### config.mk
export PLATFORM = sky130hd
export DESIGN_NAME = ecc_scalar_mult
export DESIGN_NICKNAME = d
export VERILOG_FILES = /design/src/rtl/ecc_pkg.sv /design/src/rtl/point_op_rom.sv /design/src/rtl/point_op_sequencer.sv /design/src/rtl/scalar_bit_scheduler.sv /design/src/rtl/ecc_scalar_mult.sv
export SDC_FILE = /design/constraint.sdc
export NUM_CORES = 1
export LEC_CHECK = 0
export BUFFER_PORTS_ARGS = -buffer_cell sky130_fd_sc_hd__buf_2
export CELL_PAD_IN_SITES_DETAIL_PLACEMENT = 0
export CELL_PAD_IN_SITES_GLOBAL_PLACEMENT = 1
export CORE_UTILIZATION = 30
export DETAILED_ROUTE_END_ITERATION = 12
export PLACE_DENSITY = 0.61
export SLEW_MARGIN = 10
export SYNTH_ARGS = -nofsm -noshare
export SYNTH_HDL_FRONTEND = slang
export SYNTH_SLANG_ARGS = --single-unit
### constraint.sdc
create_clock -name i_clk -period 7.1 [get_ports i_clk]
set_clock_uncertainty 0.15 [all_clocks]
set_input_delay 1.42 -clock i_clk [delete_from_list [all_inputs] [get_ports i_clk]]
set_output_delay 1.42 -clock i_clk [all_outputs]
set_load 0.005 [all_outputs]
### src/rtl/ecc_pkg.sv
package ecc_pkg;

    localparam int COORD_W   = 32;
    localparam int KEY_BITS  = 32;               // includes the implicit top bit
    localparam int STEP_W    = 4;
    localparam int KEY_CNT_W = $clog2(KEY_BITS);

    localparam int DBL_STEPS = 12;               // field ops per doubling
    localparam int ADD_STEPS = 9;                // field ops per addition

    typedef logic [COORD_W-1:0] coord_t;

    typedef struct packed {
        coord_t x;
        coord_t y;
    } ec_point_t;

    // encoding of the field unit's op select
    typedef enum logic [1:0] {
        FOP_ADD = 2'b00,
        FOP_SUB = 2'b01,
        FOP_MUL = 2'b10,
        FOP_DIV = 2'b11                          // opa / opb
    } field_op_e;

    typedef struct packed {
        field_op_e op;
        coord_t    opa;
        coord_t    opb;
    } fa_req_t;

    typedef enum logic {
        CMD_DOUBLE,
        CMD_ADD
    } point_cmd_e;

    typedef enum logic [2:0] {
        SRC_X1,                                  // accumulator
        SRC_Y1,
        SRC_X2,                                  // base point
        SRC_Y2,
        SRC_R1,
        SRC_R2,
        SRC_A                                    // curve parameter
    } operand_sel_e;

    typedef enum logic [1:0] {
        DST_R1,
        DST_R2,
        DST_X3,                                  // r2 and x3
        DST_Y3                                   // r2 and y3 on the closing step
    } dest_sel_e;

    typedef struct packed {
        field_op_e    op;
        operand_sel_e src_a;
        operand_sel_e src_b;
        dest_sel_e    dest;
    } micro_op_t;

endpackage

### src/rtl/point_op_rom.sv
`timescale 1ns/1ns

module point_op_rom (
    input  ecc_pkg::point_cmd_e            i_cmd,
    input  logic [ecc_pkg::STEP_W-1:0]     i_step,
    output ecc_pkg::micro_op_t             o_uop,
    output logic                           o_last
);
    import ecc_pkg::*;

    function automatic micro_op_t uop(field_op_e op, operand_sel_e sa, operand_sel_e sb,
                                      dest_sel_e d);
        micro_op_t u;
        u.op    = op;
        u.src_a = sa;
        u.src_b = sb;
        u.dest  = d;
        return u;
    endfunction

    always_comb
    begin
        o_uop = uop(FOP_ADD, SRC_X1, SRC_X1, DST_R1);   // steps past the end
        if (i_cmd == CMD_DOUBLE)
        begin
            case (i_step)
                4'd0:
                    o_uop = uop(FOP_MUL, SRC_X1, SRC_X1, DST_R1);   // x1^2
                4'd1:
                    o_uop = uop(FOP_ADD, SRC_R1, SRC_R1, DST_R2);
                4'd2:
                    o_uop = uop(FOP_ADD, SRC_R1, SRC_R2, DST_R1);   // 3 x1^2
                4'd3:
                    o_uop = uop(FOP_ADD, SRC_R1, SRC_A,  DST_R1);
                4'd4:
                    o_uop = uop(FOP_ADD, SRC_Y1, SRC_Y1, DST_R2);   // 2 y1
                4'd5:
                    o_uop = uop(FOP_DIV, SRC_R1, SRC_R2, DST_R1);   // slope
                4'd6:
                    o_uop = uop(FOP_MUL, SRC_R1, SRC_R1, DST_R2);
                4'd7:
                    o_uop = uop(FOP_SUB, SRC_R2, SRC_X1, DST_R2);
                4'd8:
                    o_uop = uop(FOP_SUB, SRC_R2, SRC_X1, DST_X3);
                4'd9:
                    o_uop = uop(FOP_SUB, SRC_X1, SRC_R2, DST_R2);
                4'd10:
                    o_uop = uop(FOP_MUL, SRC_R1, SRC_R2, DST_R1);
                4'd11:
                    o_uop = uop(FOP_SUB, SRC_R1, SRC_Y1, DST_Y3);
                default:
                begin
                end
            endcase
        end
        else
        begin
            case (i_step)
                4'd0:
                    o_uop = uop(FOP_SUB, SRC_X2, SRC_X1, DST_R1);
                4'd1:
                    o_uop = uop(FOP_SUB, SRC_Y2, SRC_Y1, DST_R2);
                4'd2:
                    o_uop = uop(FOP_DIV, SRC_R2, SRC_R1, DST_R1);   // slope
                4'd3:
                    o_uop = uop(FOP_MUL, SRC_R1, SRC_R1, DST_R2);
                4'd4:
                    o_uop = uop(FOP_SUB, SRC_R2, SRC_X1, DST_R2);
                4'd5:
                    o_uop = uop(FOP_SUB, SRC_R2, SRC_X2, DST_X3);
                4'd6:
                    o_uop = uop(FOP_SUB, SRC_X1, SRC_R2, DST_R2);
                4'd7:
                    o_uop = uop(FOP_MUL, SRC_R1, SRC_R2, DST_R2);
                4'd8:
                    o_uop = uop(FOP_SUB, SRC_R2, SRC_Y1, DST_Y3);
                default:
                begin
                end
            endcase
        end
    end

    assign o_last = (i_cmd == CMD_DOUBLE) ? (i_step == STEP_W'(DBL_STEPS - 1))
                                          : (i_step == STEP_W'(ADD_STEPS - 1));

endmodule

### src/rtl/point_op_sequencer.sv
`timescale 1ns/1ns

module point_op_sequencer (
    input  logic                  i_clk,
    input  logic                  i_reset,
    input  logic                  i_load,
    input  ecc_pkg::ec_point_t    i_point,
    input  ecc_pkg::coord_t       i_curve_a,
    input  logic                  i_cmd_valid,
    input  ecc_pkg::point_cmd_e   i_cmd,
    input  logic                  i_fa_done,
    input  ecc_pkg::coord_t       i_fa_result,
    output logic                  o_fa_valid,
    output ecc_pkg::fa_req_t      o_fa_req,
    output logic                  o_op_done,
    output ecc_pkg::ec_point_t    o_acc
);
    import ecc_pkg::*;

    ec_point_t           acc;       // x1, y1
    ec_point_t           base;      // x2, y2
    coord_t              a;
    coord_t              r1;
    coord_t              r2;
    coord_t              x3;
    point_cmd_e          cmd;
    logic [STEP_W-1:0]   step;
    logic                run;
    micro_op_t           uop;
    logic                last;
    logic                accept;

    function automatic coord_t pick(operand_sel_e sel, ec_point_t p1, ec_point_t p2,
                                    coord_t ca, coord_t t1, coord_t t2);
        coord_t v;
        case (sel)
            SRC_X1:  v = p1.x;
            SRC_Y1:  v = p1.y;
            SRC_X2:  v = p2.x;
            SRC_Y2:  v = p2.y;
            SRC_R1:  v = t1;
            SRC_R2:  v = t2;
            default: v = ca;
        endcase
        return v;
    endfunction

    point_op_rom u_rom (
        .i_cmd  (cmd),
        .i_step (step),
        .o_uop  (uop),
        .o_last (last)
    );

    assign accept = o_fa_valid && i_fa_done;   // stray done pulses ignored
    assign o_acc  = acc;

    always_comb
    begin
        o_fa_req.op  = uop.op;
        o_fa_req.opa = pick(uop.src_a, acc, base, a, r1, r2);
        o_fa_req.opb = pick(uop.src_b, acc, base, a, r1, r2);
    end

    always_ff @(posedge i_clk or posedge i_reset)
    begin
        if (i_reset)
        begin
            run        <= 1'b0;
            o_fa_valid <= 1'b0;
            o_op_done  <= 1'b0;
            step       <= '0;
            cmd        <= CMD_DOUBLE;
        end
        else
        begin
            o_op_done <= 1'b0;
            if (i_cmd_valid && !run)
            begin
                run        <= 1'b1;
                o_fa_valid <= 1'b1;
                step       <= '0;
                cmd        <= i_cmd;
            end
            else if (accept)
            begin
                o_fa_valid <= 1'b0;         // one idle cycle between requests
                step       <= step + 1'b1;
                if (last)
                begin
                    run       <= 1'b0;
                    o_op_done <= 1'b1;
                end
            end
            else if (run && !o_fa_valid)
            begin
                o_fa_valid <= 1'b1;
            end
        end
    end

    always_ff @(posedge i_clk)
    begin
        if (i_load)
        begin
            acc  <= i_point;
            base <= i_point;
            a    <= i_curve_a;
        end
        else if (accept)
        begin
            case (uop.dest)
                DST_R1:
                    r1 <= i_fa_result;
                DST_R2:
                    r2 <= i_fa_result;
                DST_X3:
                begin
                    r2 <= i_fa_result;
                    x3 <= i_fa_result;
                end
                default:
                begin
                    r2  <= i_fa_result;
                    acc <= '{x: x3, y: i_fa_result};   // new accumulator
                end
            endcase
        end
    end

endmodule

### src/rtl/scalar_bit_scheduler.sv
`timescale 1ns/1ns

module scalar_bit_scheduler (
    input  logic                          i_clk,
    input  logic                          i_reset,
    input  logic                          i_start,
    input  logic [ecc_pkg::KEY_BITS-1:0]  i_key,
    input  logic                          i_op_done,
    output logic                          o_load,
    output logic                          o_cmd_valid,
    output ecc_pkg::point_cmd_e           o_cmd,
    output logic                          o_busy,
    output logic                          o_done
);
    import ecc_pkg::*;

    typedef enum logic [1:0] {
        S_IDLE,
        S_LOAD,
        S_DBL,
        S_ADD
    } sched_state_e;

    sched_state_e           state;
    logic [KEY_BITS-2:0]    key_sr;     // key below the implicit top bit
    logic [KEY_CNT_W-1:0]   bit_cnt;
    logic                   cur_bit;
    logic                   take_start;
    logic                   bit_end;
    logic                   last_bit;

    assign cur_bit    = key_sr[KEY_BITS-2];
    assign take_start = (state == S_IDLE) && i_start;
    assign bit_end    = i_op_done && ((state == S_ADD) || ((state == S_DBL) && !cur_bit));
    assign last_bit   = (bit_cnt == KEY_CNT_W'(KEY_BITS - 2));

    always_ff @(posedge i_clk or posedge i_reset)
    begin
        if (i_reset)
        begin
            state       <= S_IDLE;
            bit_cnt     <= '0;
            o_load      <= 1'b0;
            o_cmd_valid <= 1'b0;
            o_cmd       <= CMD_DOUBLE;
            o_busy      <= 1'b0;
            o_done      <= 1'b0;
        end
        else
        begin
            o_load      <= 1'b0;
            o_cmd_valid <= 1'b0;
            o_done      <= 1'b0;
            if (take_start)
            begin
                o_busy  <= 1'b1;
                o_load  <= 1'b1;
                bit_cnt <= '0;
                state   <= S_LOAD;
            end
            else if (state == S_LOAD)
            begin
                o_cmd_valid <= 1'b1;            // first doubling
                o_cmd       <= CMD_DOUBLE;
                state       <= S_DBL;
            end
            else if ((state == S_DBL) && i_op_done && cur_bit)
            begin
                o_cmd_valid <= 1'b1;
                o_cmd       <= CMD_ADD;
                state       <= S_ADD;
            end
            else if (bit_end && last_bit)
            begin
                o_busy <= 1'b0;
                o_done <= 1'b1;
                state  <= S_IDLE;
            end
            else if (bit_end)
            begin
                bit_cnt     <= bit_cnt + 1'b1;
                o_cmd_valid <= 1'b1;
                o_cmd       <= CMD_DOUBLE;
                state       <= S_DBL;
            end
        end
    end

    always_ff @(posedge i_clk)
    begin
        if (take_start)
        begin
            key_sr <= i_key[KEY_BITS-2:0];
        end
        else if (bit_end && !last_bit)
        begin
            key_sr <= {key_sr[KEY_BITS-3:0], 1'b0};   // next bit to the top
        end
    end

endmodule

### src/rtl/ecc_scalar_mult.sv
`timescale 1ns/1ns

module ecc_scalar_mult (
    input  logic                          i_clk,
    input  logic                          i_reset,
    input  logic                          i_start,
    input  ecc_pkg::ec_point_t            i_point,
    input  ecc_pkg::coord_t               i_curve_a,
    input  logic [ecc_pkg::KEY_BITS-1:0]  i_key,
    input  logic                          i_fa_done,
    input  ecc_pkg::coord_t               i_fa_result,
    output logic                          o_busy,
    output logic                          o_done,
    output ecc_pkg::ec_point_t            o_result,
    output logic                          o_fa_valid,
    output ecc_pkg::fa_req_t              o_fa_req
);
    import ecc_pkg::*;

    logic        load;
    logic        cmd_valid;
    point_cmd_e  cmd;
    logic        op_done;

    scalar_bit_scheduler u_sched (
        .i_clk       (i_clk),
        .i_reset     (i_reset),
        .i_start     (i_start),
        .i_key       (i_key),
        .i_op_done   (op_done),
        .o_load      (load),
        .o_cmd_valid (cmd_valid),
        .o_cmd       (cmd),
        .o_busy      (o_busy),
        .o_done      (o_done)
    );

    point_op_sequencer u_seq (
        .i_clk       (i_clk),
        .i_reset     (i_reset),
        .i_load      (load),
        .i_point     (i_point),
        .i_curve_a   (i_curve_a),
        .i_cmd_valid (cmd_valid),
        .i_cmd       (cmd),
        .i_fa_done   (i_fa_done),
        .i_fa_result (i_fa_result),
        .o_fa_valid  (o_fa_valid),
        .o_fa_req    (o_fa_req),
        .o_op_done   (op_done),
        .o_acc       (o_result)      // held until the next load
    );

endmodule

==> run summary <==
- setup TNS after final layout: 0 ps
- average via count per standard cell: 4.94
- count of buffering cells on the critical path with inverters included: 3
- Placed Area: 17100 sq um
- timing-limited maximum frequency: 0.190 GHz
- fraction of synthesized cell area taken by the top area cell type: 57.4%
- leading cell type by number of instances after synthesis: edfxtp_1
- Synth area leaders: edfxtp_1 57%, mux2i_1 10%, mux2_2 7.5%
- crit path launch type: flop
- relative area change from synthesis to final layout: 21.6%
- final instance area: 18300 sq um
- number of post-CTS setup repair buffers: 0
- max-slew violations: 0
- Seq cells post-synth: 307
- Worst Path Max Fanout: 23
- total global routing track utilization: 17.0%
- maximum number of buffers from clock root to sink: 3
- pin count of the biggest net entering global routing: 81
- area of combinational cells with multiple inputs: 5440 sq um
- effective utilization at floorplan: 30.6%
- setup violation total in the final timing report: 0
- async set-reset flop share out of synthesis: 6.51%
- Storage cell area: 9120 sq um
- kind of cell adding the most delay to the critical path: compound AO/OA/AOI/OAI gates
- die width: 226 um
- latest clock arrival within the worst-skew pair: 550 ps
- die area: 51000 sq um
- Final HPWL DP: 28.4 mm
- I/O pin count: 297
- Mean Syn Cell Area: 14.2 sq um
- global-route wire length before repair: 64.0 mm
- initial antenna violation count: 7
- number of fill cells: 4761
- number of buffer cells added on primary ports: 295
- sink count of the clock tree: 307
- period utilization: 73.9%
- final-report hold violation count: 0
- number of enable-type register cells in the synthesized netlist: 287
- Post-synth top cells: 287 x edfxtp_1, 155 x mux2i_1, 100 x mux2_2, 73 x a21oi_1, 59 x nor2_1
- Total Nets Final: 1503
- gate count of the mapped netlist: 1055
- Pwr per Cell Area: 462 nW/um^2
- via total after detailed routing: 10000
- cell taking the most area after synthesis: edfxtp_1
- total detailed-routing wirelength: 44.0 mm
- capturing element type of the critical path: output pin
- most used flip-flop cell after synthesis: edfxtp_1
- iteration count of the initial detailed-routing pass: 5
- Hold Buf Count CTS: 0
- ratio of cells with drive above 1 in the final layout: 38.3%
- clock slew seen by the registers of the worst setup and hold paths: 50 ps
- critical path's largest stage delay: 510 ps
- floorplan die height: 226 um
- cells along the critical path: inv_1 -> ha_1 -> nor3_1 -> o21ai_0 -> nand2_2 -> buf_4 -> mux2i_1 -> o2111a_1 -> a31oi_1 -> buf_2
- buffer type at the clock tree root: clkbuf_16
- total nets after synthesis: 1225
- peak supply drop: 0.393 mV
- count of distinct cell types in the synthesized netlist: 57
- WS Path Type: flop to output pin
- final critical path time including I/O delays and setup: 5250 ps
- outcome: finished clean
- hold crit path type: flop to flop
- average detailed-routed wire length per instance: 21.7 um
- final cell utilization of the core: 37.2%
- Required @ worst endpoint: 5530 ps
- unrepaired setup endpoints after global routing: false
- Remaining Overflow, GRT: 0
- total number of H-tree levels: 2
- area of the core: 49200 sq um
- post-CTS resize count: 0
- DRC Markers: 0
- leakage: 7.49 nW
- first-iteration detailed-routing DRC count: 504
- number of buffers created by CTS: 39
- Post-DRT Antenna Nets: 0
- synthesized area: 15000 sq um
- warning count from the yosys run: 0
- CTS tree: done
- WP data arrival: 3680 ps
- site row count: 81
- gpl congestion: 0.778
- worst slew slack as a fraction of its limit: 33.5%
- slowest CP cell: ha_1
- sequential area share after synthesis: 60.7%
- Worst-Margin Slew: 995 ps
- Max Cap Viol: 0
- vias in the first global route: 10200
## final timing paths
kind / endpoint / cells past startpoint / slack, ps / start
max: o_fa_req[15] / 10 / 1850 / u_seq.step[1]
min: u_seq.run / 2 / 330 / u_sched.o_cmd_valid
max reg2reg: u_seq.x3[0] / 7 / 3320 / u_seq.step[3]
min reg2reg: u_seq.run / 2 / 330 / u_sched.o_cmd_valid
max in group asynchronous: u_sched.o_load / 2 / 5340 / i_reset
min in group asynchronous: u_sched.o_done / 2 / 870 / i_reset
## tightest hold or removal path, stage by stage (launching register included)
cell,delay (ps)
dfrtp_1,330
nor2_1,40
nor2_1,70
## layout make-up
| class | count | share of cell area [%] |
|---|---|---|
| Clock inverter | 24 | 1.01 |
| Multi-Input combinational cell | 663 | 29.8 |
| Antenna cell | 3 | 0.0411 |
| Sequential cell | 307 | 49.9 |
| Tap cell | 664 | 4.55 |
| Inverter | 7 | 0.144 |
| Timing Repair Buffer | 315 | 8.97 |
| Clock buffer | 46 | 5.60 |
## flip-flops by register name (all words and copies together) (netlist names), 2 cells and up
register	cells
u_sched.key_sr	31
u_seq.a	32
u_seq.o_acc	64
u_seq.r2	32
u_sched.bit_cnt	5
u_seq.base	64
u_sched.state	2
u_seq.step	4
u_seq.r1	32
u_seq.x3	32
## per-stage QoR
step           setup WS, ps  hold WS (ps)  cells  total power [mW]
6_report               1850           333   2029              8.44
5_1_grt                1590           382   2028              8.95
4_1_cts                1830           337   2026              8.57
3_5_place_dp           2440           325   1956              6.66
3_3_place_gp           2450           322   1956              6.64
2_1_floorplan          1990           308   1055              5.33
## power breakdown
part | internal (mW) | switching, mW
Combinational | 1.68 | 2.40
Clock | 1.10 | 0.765
Sequential | 2.31 | 0.192
Total | 5.09 | 3.35
## layer usage
metal | part of all wire, % | wire length [um] | track usage [%]
met5 | 0.12 | 54 | 0
met4 | 2.9 | 1260 | 6.61
met3 | 6.9 | 3040 | 4.55
met2 | 48 | 20900 | 28.0
met1 | 43 | 18700 | 21.2
## cells in the final DEF, fill, tap and decap left out, types with 3 or more instances in the layout
cell / Yosys / layout
clkinv_2: 0 / 6
clkbuf_16: 0 / 40
a221oi_2: 29 / 29
nor2_1: 59 / 58
nand2b_1: 10 / 10
nand2_1: 46 / 45
ha_1: 6 / 6
nand3_1: 10 / 10
buf_2: 18 / 295
a31oi_1: 4 / 4
o211a_1: 29 / 29
and3_1: 3 / 3
nor2b_1: 7 / 5
xor2_1: 4 / 4
clkinv_1: 0 / 10
buf_4: 8 / 19
diode_2: 0 / 3
inv_1: 7 / 7
o21ai_1: 5 / 4
edfxtp_1: 287 / 287
o21ai_0: 43 / 43
nor3_1: 4 / 3
dfrtp_1: 20 / 19
mux2i_1: 155 / 155
clkbuf_1: 26 / 6
o311ai_0: 3 / 3
a21oi_1: 73 / 73
or3_1: 3 / 3
o22ai_1: 3 / 3
nand4_1: 3 / 3
mux2_2: 100 / 100
a21o_1: 32 / 31
## kinds of logic (layout without fill, tap and decap cells)
family	count (synthesis)	count (layout)	share of synthesized area, %
xor gates and xnor gates	6	6	0.350
DFF	307	307	60.7
muxes	257	257	18.0
AOI/OAI and AO/OA	236	236	11.9
buffers and inverters	85	392	3.66
adders and majority gates	6	6	0.500
other	0	3	0
and+or+nand+nor	158	158	4.89
Power figures use the tool's default switching activity.
